==> src/ppu_pkg.sv <==
package ppu_pkg;

	// CPU register indices as the low address bits of $2000-$2007
	localparam logic [2:0] REG_CTRL   = 3'd0;
	localparam logic [2:0] REG_MASK   = 3'd1;
	localparam logic [2:0] REG_STATUS = 3'd2;
	localparam logic [2:0] REG_ADDR   = 3'd6;
	localparam logic [2:0] REG_DATA   = 3'd7;

	// Field widths
	localparam int REG_IDX_W = 3;  // CPU register select
	localparam int DATA_W    = 8;  // CPU and video memory data lane
	localparam int VADDR_W   = 14; // Video address
	localparam int PAL_W     = 6;  // Palette entry (colour index)
	localparam int PAL_IDX_W = 5;  // 32 palette entries
	localparam int RASTER_W  = 9;  // Dot and line counters

	localparam logic [5:0] PAL_PAGE = 6'h3F; // Upper address bits of palette region

	// Raster geometry at one clock per dot
	localparam int DOTS_PER_LINE   = 341;
	localparam int LINES_PER_FRAME = 262;
	localparam int VBLANK_LINE     = 241; // Vblank starts here
	localparam int PRERENDER_LINE  = 261; // Vblank ends here
	localparam int EVENT_DOT       = 1;   // Dot of both vblank events

	// One-hot register access strobes
	typedef struct packed {
		logic ctrl_wr;
		logic mask_wr;
		logic addr_wr;
		logic data_wr;
		logic status_rd;
		logic data_rd;
	} reg_access_t;

	// Kept control and mask fields
	typedef struct packed {
		logic incr_32;    // Address step 32 instead of 1
		logic nmi_enable; // Vblank interrupt enable
		logic greyscale;  // Palette reads masked to grey
	} ppu_cfg_t;

	typedef struct packed {
		logic vblank_set;
		logic vblank_clr;
	} frame_evt_t;

endpackage

==> src/ppu_bus_result.sv <==
`timescale 1ns/100ps

module ppu_bus_result (
	input  logic                        clk,
	input  logic                        rst,
	input  ppu_pkg::reg_access_t        access,
	input  logic [ppu_pkg::VADDR_W-1:0] vaddr,
	input  logic [ppu_pkg::DATA_W-1:0]  status_byte,
	input  logic [ppu_pkg::PAL_W-1:0]   pal_data,
	input  logic [ppu_pkg::DATA_W-1:0]  slv_mem_din,
	input  logic [ppu_pkg::DATA_W-1:0]  ppu_mem_din,
	output logic [ppu_pkg::DATA_W-1:0]  slv_mem_dout,
	output logic [ppu_pkg::DATA_W-1:0]  ppu_mem_dout,
	output logic                        ppu_mem_wr_request
);

	logic [ppu_pkg::DATA_W-1:0] rd_buf;  // Delayed data read buffer
	logic [ppu_pkg::DATA_W-1:0] rd_next; // Read data selected this cycle
	logic                       in_page;

	assign in_page = (vaddr[ppu_pkg::VADDR_W-1:8] == ppu_pkg::PAL_PAGE);

	//**************************************************
	//* Read buffer
	//**************************************************
	// Fills from the pre-increment address on palette reads too
	always_ff @(posedge clk)
	begin
		if (rst)
			rd_buf <= 8'hFF;
		else if (access.data_rd)
			rd_buf <= ppu_mem_din;
	end

	// Palette answers directly while everything else comes one read late
	always_comb
	begin
		rd_next = '0;
		if (access.status_rd)
			rd_next = status_byte;
		else if (access.data_rd)
			rd_next = in_page ? {2'b00, pal_data} : rd_buf;
	end

	always_ff @(posedge clk)
	begin
		if (rst)
			slv_mem_dout <= '0;
		else
			slv_mem_dout <= rd_next; // Zero outside read results
	end

	//**************************************************
	//* Video memory write port
	//**************************************************
	always_ff @(posedge clk)
	begin
		if (rst)
			ppu_mem_wr_request <= 1'b0;
		else
			ppu_mem_wr_request <= access.data_wr; // One cycle after the access
	end

	always_ff @(posedge clk)
	begin
		if (access.data_wr)
			ppu_mem_dout <= slv_mem_din;
	end

endmodule

==> src/ppu_palette_ram.sv <==
`timescale 1ns/100ps

module ppu_palette_ram (
	input  logic                        clk,
	input  ppu_pkg::reg_access_t        access,
	input  logic [ppu_pkg::VADDR_W-1:0] vaddr,
	input  logic [ppu_pkg::DATA_W-1:0]  slv_mem_din,
	input  ppu_pkg::ppu_cfg_t           cfg,
	output logic [ppu_pkg::PAL_W-1:0]   pal_data
);

	logic [ppu_pkg::PAL_W-1:0]     pal_mem [0:(2 ** ppu_pkg::PAL_IDX_W)-1];
	logic [ppu_pkg::PAL_IDX_W-1:0] idx;
	logic                          in_page;
	logic [ppu_pkg::PAL_W-1:0]     raw;

	assign in_page = (vaddr[ppu_pkg::VADDR_W-1:8] == ppu_pkg::PAL_PAGE);

	// Sprite backdrop slots 10/14/18/1C share the background ones
	always_comb
	begin
		if (vaddr[4] && (vaddr[1:0] == 2'b00))
			idx = {1'b0, vaddr[3:0]};
		else
			idx = vaddr[ppu_pkg::PAL_IDX_W-1:0];
	end

	always_ff @(posedge clk)
	begin
		if (access.data_wr && in_page)
			pal_mem[idx] <= slv_mem_din[ppu_pkg::PAL_W-1:0]; // Top two data bits dropped
	end

	assign raw = pal_mem[idx];

	// Greyscale keeps the luma bits only
	assign pal_data = cfg.greyscale ? {raw[5:4], 4'b0} : raw;

endmodule

==> src/ppu_raster_timer.sv <==
`timescale 1ns/100ps

module ppu_raster_timer (
	input  logic                clk,
	input  logic                rst,
	output ppu_pkg::frame_evt_t evt
);

	logic [ppu_pkg::RASTER_W-1:0] dot;
	logic [ppu_pkg::RASTER_W-1:0] line;
	logic                         line_end;

	assign line_end = (dot == ppu_pkg::RASTER_W'(ppu_pkg::DOTS_PER_LINE - 1));

	always_ff @(posedge clk)
	begin
		if (rst || line_end)
			dot <= '0;
		else
			dot <= dot + 1'b1;
	end

	// Frame starts in the pre-render line after reset
	always_ff @(posedge clk)
	begin
		if (rst)
			line <= ppu_pkg::RASTER_W'(ppu_pkg::PRERENDER_LINE);
		else if (line_end)
		begin
			if (line == ppu_pkg::RASTER_W'(ppu_pkg::LINES_PER_FRAME - 1))
				line <= '0;
			else
				line <= line + 1'b1;
		end
	end

	// Single-cycle events, one each per frame
	always_comb
	begin
		evt.vblank_set = (line == ppu_pkg::RASTER_W'(ppu_pkg::VBLANK_LINE)) &&
			(dot == ppu_pkg::RASTER_W'(ppu_pkg::EVENT_DOT));
		evt.vblank_clr = (line == ppu_pkg::RASTER_W'(ppu_pkg::PRERENDER_LINE)) &&
			(dot == ppu_pkg::RASTER_W'(ppu_pkg::EVENT_DOT));
	end

endmodule

==> src/ppu_reg_decode.sv <==
`timescale 1ns/100ps

module ppu_reg_decode (
	input  logic                          clk,
	input  logic                          rst,
	input  logic [ppu_pkg::REG_IDX_W-1:0] slv_mem_addr,
	input  logic                          slv_mem_cs,
	input  logic                          slv_mem_rnw,
	output ppu_pkg::reg_access_t          access
);

	logic cs_q;   // Chip select of the previous cycle
	logic cs_new; // First cycle of an access

	// Only the first cycle of a select counts, so a stretched
	// select still gives one strobe and one side effect
	always_ff @(posedge clk)
	begin
		if (rst)
			cs_q <= 1'b0;
		else
			cs_q <= slv_mem_cs;
	end

	assign cs_new = slv_mem_cs & ~cs_q;

	always_comb
	begin
		access = '0;
		if (cs_new)
		begin
			case (slv_mem_addr)
				ppu_pkg::REG_CTRL:   access.ctrl_wr   = ~slv_mem_rnw;
				ppu_pkg::REG_MASK:   access.mask_wr   = ~slv_mem_rnw;
				ppu_pkg::REG_STATUS: access.status_rd = slv_mem_rnw; // Write is ignored
				ppu_pkg::REG_ADDR:   access.addr_wr   = ~slv_mem_rnw;
				ppu_pkg::REG_DATA:
				begin
					access.data_wr = ~slv_mem_rnw;
					access.data_rd = slv_mem_rnw;
				end
				default: access = '0; // OAM and scroll registers are not kept
			endcase
		end
	end

endmodule

==> src/ppu_regs_top.sv <==
`timescale 1ns/100ps

module ppu_regs_top (
	input  logic                          clk,
	input  logic                          rst,
	input  logic [ppu_pkg::REG_IDX_W-1:0] slv_mem_addr,
	input  logic                          slv_mem_cs,
	input  logic                          slv_mem_rnw,
	input  logic [ppu_pkg::DATA_W-1:0]    slv_mem_din,
	output logic [ppu_pkg::DATA_W-1:0]    slv_mem_dout,
	output logic                          irq,
	input  logic [ppu_pkg::DATA_W-1:0]    ppu_mem_din,
	output logic [ppu_pkg::DATA_W-1:0]    ppu_mem_dout,
	output logic [ppu_pkg::VADDR_W-1:0]   ppu_mem_addr,
	output logic                          ppu_mem_wr_request
);

	ppu_pkg::reg_access_t       access;
	ppu_pkg::ppu_cfg_t          cfg;
	ppu_pkg::frame_evt_t        evt;
	logic [ppu_pkg::DATA_W-1:0] status_byte;
	logic [ppu_pkg::PAL_W-1:0]  pal_data;

	//**************************************************
	//* Decode, then the register units
	//**************************************************
	ppu_reg_decode u_decode (
		.clk          (clk),
		.rst          (rst),
		.slv_mem_addr (slv_mem_addr),
		.slv_mem_cs   (slv_mem_cs),
		.slv_mem_rnw  (slv_mem_rnw),
		.access       (access)
	);

	// Live address goes straight to video memory
	ppu_vram_addr u_vram_addr (
		.clk         (clk),
		.rst         (rst),
		.access      (access),
		.slv_mem_din (slv_mem_din),
		.cfg         (cfg),
		.vaddr       (ppu_mem_addr)
	);

	ppu_raster_timer u_raster (
		.clk (clk),
		.rst (rst),
		.evt (evt)
	);

	ppu_status u_status (
		.clk         (clk),
		.rst         (rst),
		.access      (access),
		.evt         (evt),
		.cfg         (cfg),
		.status_byte (status_byte),
		.irq         (irq)
	);

	ppu_palette_ram u_palette (
		.clk         (clk),
		.access      (access),
		.vaddr       (ppu_mem_addr),
		.slv_mem_din (slv_mem_din),
		.cfg         (cfg),
		.pal_data    (pal_data)
	);

	//**************************************************
	//* Result stage
	//**************************************************
	ppu_bus_result u_result (
		.clk                (clk),
		.rst                (rst),
		.access             (access),
		.vaddr              (ppu_mem_addr),
		.status_byte        (status_byte),
		.pal_data           (pal_data),
		.slv_mem_din        (slv_mem_din),
		.ppu_mem_din        (ppu_mem_din),
		.slv_mem_dout       (slv_mem_dout),
		.ppu_mem_dout       (ppu_mem_dout),
		.ppu_mem_wr_request (ppu_mem_wr_request)
	);

endmodule

==> src/ppu_status.sv <==
`timescale 1ns/100ps

module ppu_status (
	input  logic                       clk,
	input  logic                       rst,
	input  ppu_pkg::reg_access_t       access,
	input  ppu_pkg::frame_evt_t        evt,
	input  ppu_pkg::ppu_cfg_t          cfg,
	output logic [ppu_pkg::DATA_W-1:0] status_byte,
	output logic                       irq
);

	logic vblank;

	// Clear wins over set so a read in the set cycle loses the flag
	always_ff @(posedge clk)
	begin
		if (rst || evt.vblank_clr || access.status_rd)
			vblank <= 1'b0;
		else if (evt.vblank_set)
			vblank <= 1'b1;
	end

	// Sprite-0 and overflow bits read as zero
	assign status_byte = {vblank, 7'b0};

	always_ff @(posedge clk)
	begin
		if (rst)
			irq <= 1'b0;
		else
			irq <= vblank & cfg.nmi_enable; // Drops on status read or enable off
	end

endmodule

==> src/ppu_vram_addr.sv <==
`timescale 1ns/100ps

module ppu_vram_addr (
	input  logic                        clk,
	input  logic                        rst,
	input  ppu_pkg::reg_access_t        access,
	input  logic [ppu_pkg::DATA_W-1:0]  slv_mem_din,
	output ppu_pkg::ppu_cfg_t           cfg,
	output logic [ppu_pkg::VADDR_W-1:0] vaddr
);

	logic                        second_wr; // First/second write toggle
	logic [5:0]                  addr_hi;   // Temporary high byte without its top bits
	logic [ppu_pkg::VADDR_W-1:0] step;      // Increment after a data access

	//**************************************************
	//* Control and mask fields
	//**************************************************
	always_ff @(posedge clk)
	begin
		if (rst)
			cfg <= '0;
		else
		begin
			if (access.ctrl_wr)
			begin
				cfg.nmi_enable <= slv_mem_din[7]; // CTRL bit 7
				cfg.incr_32    <= slv_mem_din[2]; // CTRL bit 2 steps one row down
			end
			if (access.mask_wr)
				cfg.greyscale <= slv_mem_din[0]; // MASK bit 0
		end
	end

	//**************************************************
	//* Write toggle
	//**************************************************
	always_ff @(posedge clk)
	begin
		if (rst || access.status_rd) // Status read restarts the pair
			second_wr <= 1'b0;
		else if (access.addr_wr)
			second_wr <= ~second_wr;
	end

	// High byte parks here until the second write
	always_ff @(posedge clk)
	begin
		if (access.addr_wr && !second_wr)
			addr_hi <= slv_mem_din[5:0];
	end

	//**************************************************
	//* Live video address
	//**************************************************
	assign step = cfg.incr_32 ? ppu_pkg::VADDR_W'(32) : ppu_pkg::VADDR_W'(1);

	always_ff @(posedge clk)
	begin
		if (rst)
			vaddr <= '0;
		else if (access.addr_wr && second_wr)
			vaddr <= {addr_hi, slv_mem_din}; // Low byte completes the address
		else if (access.data_wr || access.data_rd)
			vaddr <= vaddr + step; // Wraps within 14 bits
	end

endmodule

==> config.mk <==
export PLATFORM = sky130hd
export DESIGN_NAME = ppu_regs_top
export DESIGN_NICKNAME = d
export VERILOG_FILES = /design/src/ppu_pkg.sv /design/src/ppu_bus_result.sv /design/src/ppu_palette_ram.sv /design/src/ppu_raster_timer.sv /design/src/ppu_reg_decode.sv /design/src/ppu_regs_top.sv /design/src/ppu_status.sv /design/src/ppu_vram_addr.sv
export SDC_FILE = /design/constraint.sdc
export NUM_CORES = 1
export LEC_CHECK = 0
export BUFFER_PORTS_ARGS = -buffer_cell sky130_fd_sc_hd__buf_2
export CAP_MARGIN = 30
export CORE_ASPECT_RATIO = 1.1
export CORE_MARGIN = 2
export CORE_UTILIZATION = 25
export DETAILED_ROUTE_END_ITERATION = 8
export GPL_TIMING_DRIVEN = 0
export PLACE_DENSITY = 0.35
export SLEW_MARGIN = 20
export SYNTH_ARGS = -nofsm -noshare
export SYNTH_HDL_FRONTEND = slang
export SYNTH_SLANG_ARGS = --single-unit
==> constraint.sdc <==
create_clock -name clk -period 3.1 [get_ports clk]
set_input_delay 0.62 -clock clk [delete_from_list [all_inputs] [get_ports clk]]
set_output_delay 0.62 -clock clk [all_outputs]
set_load 0.01 [all_outputs]
# After elaboration in Yosys (flattened, before gate mapping)
# Memories as Yosys holds them, arrays and structs flattened.
# Cells that the tools add are included.
# W data, S select, Z words.
dict set report word_totals {
  mem_count 1
  wordCells 71
  ram_bits 192
  regBits 70
  output_inout_bits 32
  in_bits 23
}
# memory depth width rd rd_clocked_by_memory_dff wr line
set memory_table {}
lappend memory_table {u_palette.pal_mem 32 6 1 0 1 ppu_palette_ram.sv:12} ;# logic [ppu_pkg::PAL_W-1:0] pal_mem [0:(2 ** ppu_pkg::PAL_IDX_W)-1];
dict set report op_classes {
  bitwise_logic 6
  n_eq_ne 9
  n_reduce_logical 17
  addsub 3
  muxes 18
}
# cell n
set op_table {}
lappend op_table {{$mux W14} 2}
lappend op_table {{$mux W8} 3}
lappend op_table {{$add A9 B1 Y9 const B} 2}
lappend op_table {{$eq A9 B9 Y1 const B} 2}
lappend op_table {{$add A14 B14 Y14} 1}
lappend op_table {{$mux W6} 2}
lappend op_table {{$eq A9 B1 Y1 const B} 1}
lappend op_table {{$eq A9 B8 Y1 const B} 1}
lappend op_table {{$mux W9} 1}
lappend op_table {{$mux W1} 8}
lappend op_table {{$eq A3 B3 Y1 const B} 2}
lappend op_table {{$eq A6 B6 Y1 const B} 1}
lappend op_table {{$logic_and A1 B1 Y1} 6}
lappend op_table {{$logic_or A1 B1 Y1} 5}
lappend op_table {{$mux W5} 1}
lappend op_table {{$mux W4} 1}
lappend op_table {{$not A1 Y1} 4}
lappend op_table {{$reduce_or A4 Y1} 1}
lappend op_table {{$eq A3 B1 Y1 const B} 1}
lappend op_table {{$eq A3 B2 Y1 const B} 1}
lappend op_table {{$logic_not A3 Y1} 1}
lappend op_table {{$reduce_or A3 Y1} 1}
lappend op_table {{$and A1 B1 Y1} 2}
lappend op_table {{$logic_not A2 Y1} 1}
lappend op_table {{2 further kinds} 2}

# Logic depth before layout (Yosys ltp)
# An unclocked memory read counts as a cell.
dict set report depth {
  word_depth 8
  mapped_depth 9
  ltp_nobuf 8
}

# Modules after synthesis
# From an unflattened synthesis, not the netlist that was laid out.
dict set report hier_totals {
  hier_cells 694
  hier_area_um2 10089.7
}
# module area_each_um2 n_inst cells_each seq_area_each_um2
set by_module_without_submodules {}
lappend by_module_without_submodules {ppu_palette_ram 6779.0 1 359 5044.8}
lappend by_module_without_submodules {ppu_vram_addr 1132.3 1 120 540.5}
lappend by_module_without_submodules {ppu_bus_result 1018.5 1 84 580.6}
lappend by_module_without_submodules {ppu_raster_timer 928.4 1 102 360.3}
lappend by_module_without_submodules {ppu_status 128.9 1 14 40.0}
lappend by_module_without_submodules {ppu_reg_decode 102.6 1 15 20.0}

# Least setup slack after synthesis
# No wires, ideal clock.
dict set report synth_path {
  path_kind {input to register}
  startpoint {in slv_mem_addr[1] in the netlist's numbering}
  endpoint {mem u_palette.pal_mem[19][0] in the netlist's numbering, enable pin}
  n_path_buf 1
  setup_ns 0.386
  t_arrival_ns 2.214
  path_slack_ns 0.501
  path_stages 6
  required_time_ns 2.714
  cell_sequence {and3b_1 > buf_2 > nand3_2 > nor3_4 > nand3_2 > nor4_1}
}
dict set report synth_via {
  elab_chain_len 6
}
# element line
set synth_lines {}
lappend synth_lines {{start: declaration} ppu_regs_top.sv:6} ;# input logic [ppu_pkg::REG_IDX_W-1:0] slv_mem_addr,
lappend synth_lines {{$eq A3 B3 Y1} ppu_reg_decode.sv:32} ;# case (slv_mem_addr)
lappend synth_lines {{$mux W1} ppu_reg_decode.sv:32}
lappend synth_lines {{$mux W6} ppu_reg_decode.sv:30} ;# if (cs_new)
lappend synth_lines {{$logic_and A1 B1 Y1} ppu_palette_ram.sv:30} ;# if (access.data_wr && in_page)
lappend synth_lines {{$mux W1} ppu_palette_ram.sv:30}
lappend synth_lines {{$mux W1 (implied by the code)} ppu_palette_ram.sv:31} ;# pal_mem[idx] <= slv_mem_din[ppu_pkg::PAL_W-1:0];
lappend synth_lines {{end: declaration} ppu_palette_ram.sv:12}
# No other way between the ends.

# Worst setup path in the final report
dict set report layout_path {
  startpoint {reg u_vram_addr.vaddr[9] in the netlist's numbering}
  endpoint {mem u_palette.pal_mem[17][2] in the netlist's numbering, enable pin}
}
dict set report layout_via {
  elab_chain_len 4
}
# element line
set layout_lines {}
lappend layout_lines {{start: declaration} ppu_vram_addr.sv:9} ;# output logic [ppu_pkg::VADDR_W-1:0] vaddr
lappend layout_lines {{start signal: assignment} ppu_vram_addr.sv:63} ;# vaddr <= {addr_hi, slv_mem_din};
lappend layout_lines {{start signal: assignment} ppu_vram_addr.sv:65} ;# vaddr <= vaddr + step;
lappend layout_lines {{$eq A6 B6 Y1} ppu_palette_ram.sv:17} ;# assign in_page = (vaddr[ppu_pkg::VADDR_W-1:8] == ppu_pkg::PAL_PAGE);
lappend layout_lines {{$logic_and A1 B1 Y1} ppu_palette_ram.sv:30}
lappend layout_lines {{$mux W1} ppu_palette_ram.sv:30}
lappend layout_lines {{$mux W1 (implied by the code)} ppu_palette_ram.sv:31}
# No other way between the ends.

==> results.sh <==
export IMPL_maxCapViolations=0
export IMPL_ant_nets=0
export IMPL_ys_warn_count=0
export IMPL_synth_cell_types=62
export IMPL_die_h_um=211.4
export IMPL_layout_drive_gt1_share_pct=23.23
export IMPL_grt_usage_pct=13.52
export IMPL_slew_headroom_pct=42.75
export IMPL_cp_cell_sequence="nand4_1 -> or2_1 -> nor3_4 -> nand3b_2 -> nor4_2"
export IMPL_grt_pass1_wl_um=40340
export IMPL_fp_coreArea_um2=38380
export IMPL_ctsHtreeMaxLevel=1
export IMPL_drt_initial_drc_count=399
export IMPL_finalSetupTns_ps=0
export IMPL_post_cts_setup_buffer_count=0
export IMPL_p_int_mw=5.320
export IMPL_die_x_um=192.6
export IMPL_ys_seq_area_share_pct=67.36
export IMPL_crit_arrival_ps=3000
export IMPL_status="complete, no violations"
export IMPL_clkTransAtPathRegs_ps=60
export IMPL_antenna_diode_count=0
export IMPL_hold_viol_final=0
export IMPL_io_buffer_count=50
export IMPL_setup_violations=0
export IMPL_grt_max_degree=33
export IMPL_cp_end_kind="register"
export IMPL_cts_tree="built"
export IMPL_cts_sinks=238
export IMPL_viasPerCell=4.663
export IMPL_maxSlewViolCount=0
export IMPL_hold_buffers=0
export IMPL_worst_pin_slew_ps=851.7
export IMPL_grt_pass1_vias=6167
export IMPL_nNetsFinal=773
export IMPL_powerDensity_nw_per_um2=582.2
export IMPL_rsz0062_at_grt="false"
export IMPL_fin_total_pwr_mw=6.724
export IMPL_antenna_found_initial=1
export IMPL_fmax_mhz=352.4
export IMPL_clock_path_buffers=3
export IMPL_cts_root_buf="clkbuf_16"
export IMPL_power_leakage_nw=3.797
export IMPL_path_max_fanout=8
export IMPL_ir_drop_v=0.0002679
export IMPL_clk_latency_ps=530
export IMPL_dp_hpwl_um=18390
export IMPL_finalClockSkew_ps=7.917
export IMPL_syn_num_nets=692
export IMPL_cp_startpoint="u_vram_addr.vaddr[9]$_SDFFE_PP0P_"
export IMPL_crit_required_ps=3260
export IMPL_detail_route_wl_per_cell_um=21.40
export IMPL_rr_startpoint="u_vram_addr.vaddr[9]$_SDFFE_PP0P_"
export IMPL_layout_commonest_cell="edfxtp_1"
export IMPL_period_needed_ps=2838
export IMPL_area_delta_synth_final_pct=18.11
export IMPL_start_kind="register"
export IMPL_syn_area_per_cell_um2=14.79
export IMPL_cts_buffers=27
export IMPL_ios=55
export IMPL_hold_start="slv_mem_din[6]"
export IMPL_p_switching_mw=1.404
export IMPL_dr_total_vias=5885
export IMPL_finalNonFillerCells=1262
export IMPL_drt_pass1_iterations=5
export IMPL_dp_cells=1211
export IMPL_die_area_um2=40710
export IMPL_fin_ws_ps=262.3
export IMPL_power_frac_comb_pct=2.7
export IMPL_drt_wl_total_um=27010
export IMPL_yosys_most_used_dff="edfxtp_1"
export IMPL_swShare_pct=20.87
export IMPL_synth_edf_count=182
export IMPL_syn_area_um2=9778
export IMPL_mostFrequentLayoutCells="edfxtp_1, buf_2, nor2_1, dfxtp_1, nand2_1"
export IMPL_clockPowerShare_pct=46.0
export IMPL_gp_congestion=0.7547
export IMPL_start_util_pct=25.48
export IMPL_hp_class="primary input to register"
export IMPL_ys_seq_elements=238
export IMPL_min_period_over_period_pct=91.54
export IMPL_grt_ovfl_total=0
export IMPL_fp_row_count=75
export IMPL_hold_ws_ps=293.7
export IMPL_path_class="register to register"
export IMPL_critPathMaxStageDelay_ps=720
export IMPL_async_flop_share_pct=0
export IMPL_power_frac_seq_pct=51.3
export IMPL_dp_slack_ps=-147.3
export IMPL_synthCells=661
export IMPL_slowest_stage="nor4_2"
export IMPL_cts_resized=0
export IMPL_drc_errors=0
## flip-flops by register name, indices dropped and copies added (netlist names)
| name | flops |
|---|---|
| u_result.rd_buf | 8 |
| u_decode.cs_q | 1 |
| u_vram_addr.cfg | 3 |
| u_palette.pal_mem | 168 |
| u_vram_addr.second_wr | 1 |
| u_result.slv_mem_dout | 8 |
| u_vram_addr.addr_hi | 6 |
| u_status.irq | 1 |
| u_result.ppu_mem_wr_request | 1 |
| u_raster.dot | 9 |
| u_raster.line | 9 |
| u_result.ppu_mem_dout | 8 |
| u_vram_addr.vaddr | 14 |
| u_status.vblank | 1 |
## through the flow
| stage | area [µm²] | util (%) |
|---|---|---|
| after detailed placement | 10670 | 27.81 |
| after global placement | 10650 | 27.76 |
| final | 11550 | 30.09 |
| after CTS | 11520 | 30.03 |
| after floorplan | 9778 | - |
| after global routing | 11550 | 30.09 |
## worst max-delay path: cells and delay by family, from the launching register on
kind,cells,cell delay [ps]
flip-flops,1,430
AND/OR/NAND/NOR,5,2010
## cell families after synthesis
kind of cell | after synthesis | share of synthesized area [%]
XOR/XNOR | 18 | 1.612
flip-flops | 238 | 67.36
buffers and inverters | 42 | 2.508
AND/OR/NAND/NOR | 208 | 10.81
AO/OA/AOI/OAI | 85 | 6.488
adder cells (fa/ha/maj) | 8 | 1.024
multiplexers | 62 | 10.20
## final timing paths
check                                                          end  slack, ps  cells past startpoint
worst max-delay path            u_palette.pal_mem[17][2]$_DFFE_PP_        260                      5
worst min-delay path            u_result.ppu_mem_dout[6]$_DFFE_PP_        290                      1
worst max register to register  u_palette.pal_mem[17][2]$_DFFE_PP_        260                      5
worst min register to register     u_result.rd_buf[5]$_SDFFE_PP1P_        470                      2
## per-layer routing
layer | share of wire [%] | GRT usage [%]
met5 | 0 | 0
met4 | 1.6 | 3.422
met3 | 4.3 | 2.371
met2 | 49 | 23.33
met1 | 45 | 17.49
## power groups by stage
stage | clock, mW | combinational (mW) | sequential [mW]
2_1_floorplan | 0 | 0.0835 | 3.51
3_3_place_gp | 0 | 0.186 | 3.51
5_1_grt | 3.30 | 0.204 | 3.45
3_5_place_dp | 0 | 0.189 | 3.51
6_report | 3.10 | 0.182 | 3.45
4_1_cts | 3.20 | 0.190 | 3.45
## cell usage after synthesis (all sizes together), types with 6 or more instances
library cell	n	area, µm²
a211oi	10	75.07
a21oi	10	50.05
a221oi	7	61.31
a22o	8	70.07
a22oi	15	112.6
a31oi	7	43.79
and3	8	50.05
buf	25	181.4
clkbuf	10	37.54
dfxtp	56	1121
edfxtp	182	5465
ha	8	100.1
inv	7	26.28
mux2	25	289.0
mux2i	10	100.1
mux4	27	608.1
nand2	55	206.5
nand3	21	115.1
nand4	11	75.07
nor2	61	231.5
nor2b	6	37.54
nor3	12	71.32
nor4	7	65.06
o21ai	8	47.54
xor2	15	131.4
## final cells by class
class | count | area, µm²
Multi-Input combinational cell | 381 | 2979
Inverter | 7 | 26.28
Clock buffer | 36 | 739.5
Buffer | 35 | 219.0
Timing Repair Buffer | 52 | 260.3
Sequential cell | 238 | 6586
Tap cell | 500 | 625.6
Fill cell | 3789 | 26830
Clock inverter | 13 | 112.6
No activity file was read; power rests on OpenSTA's default activity.
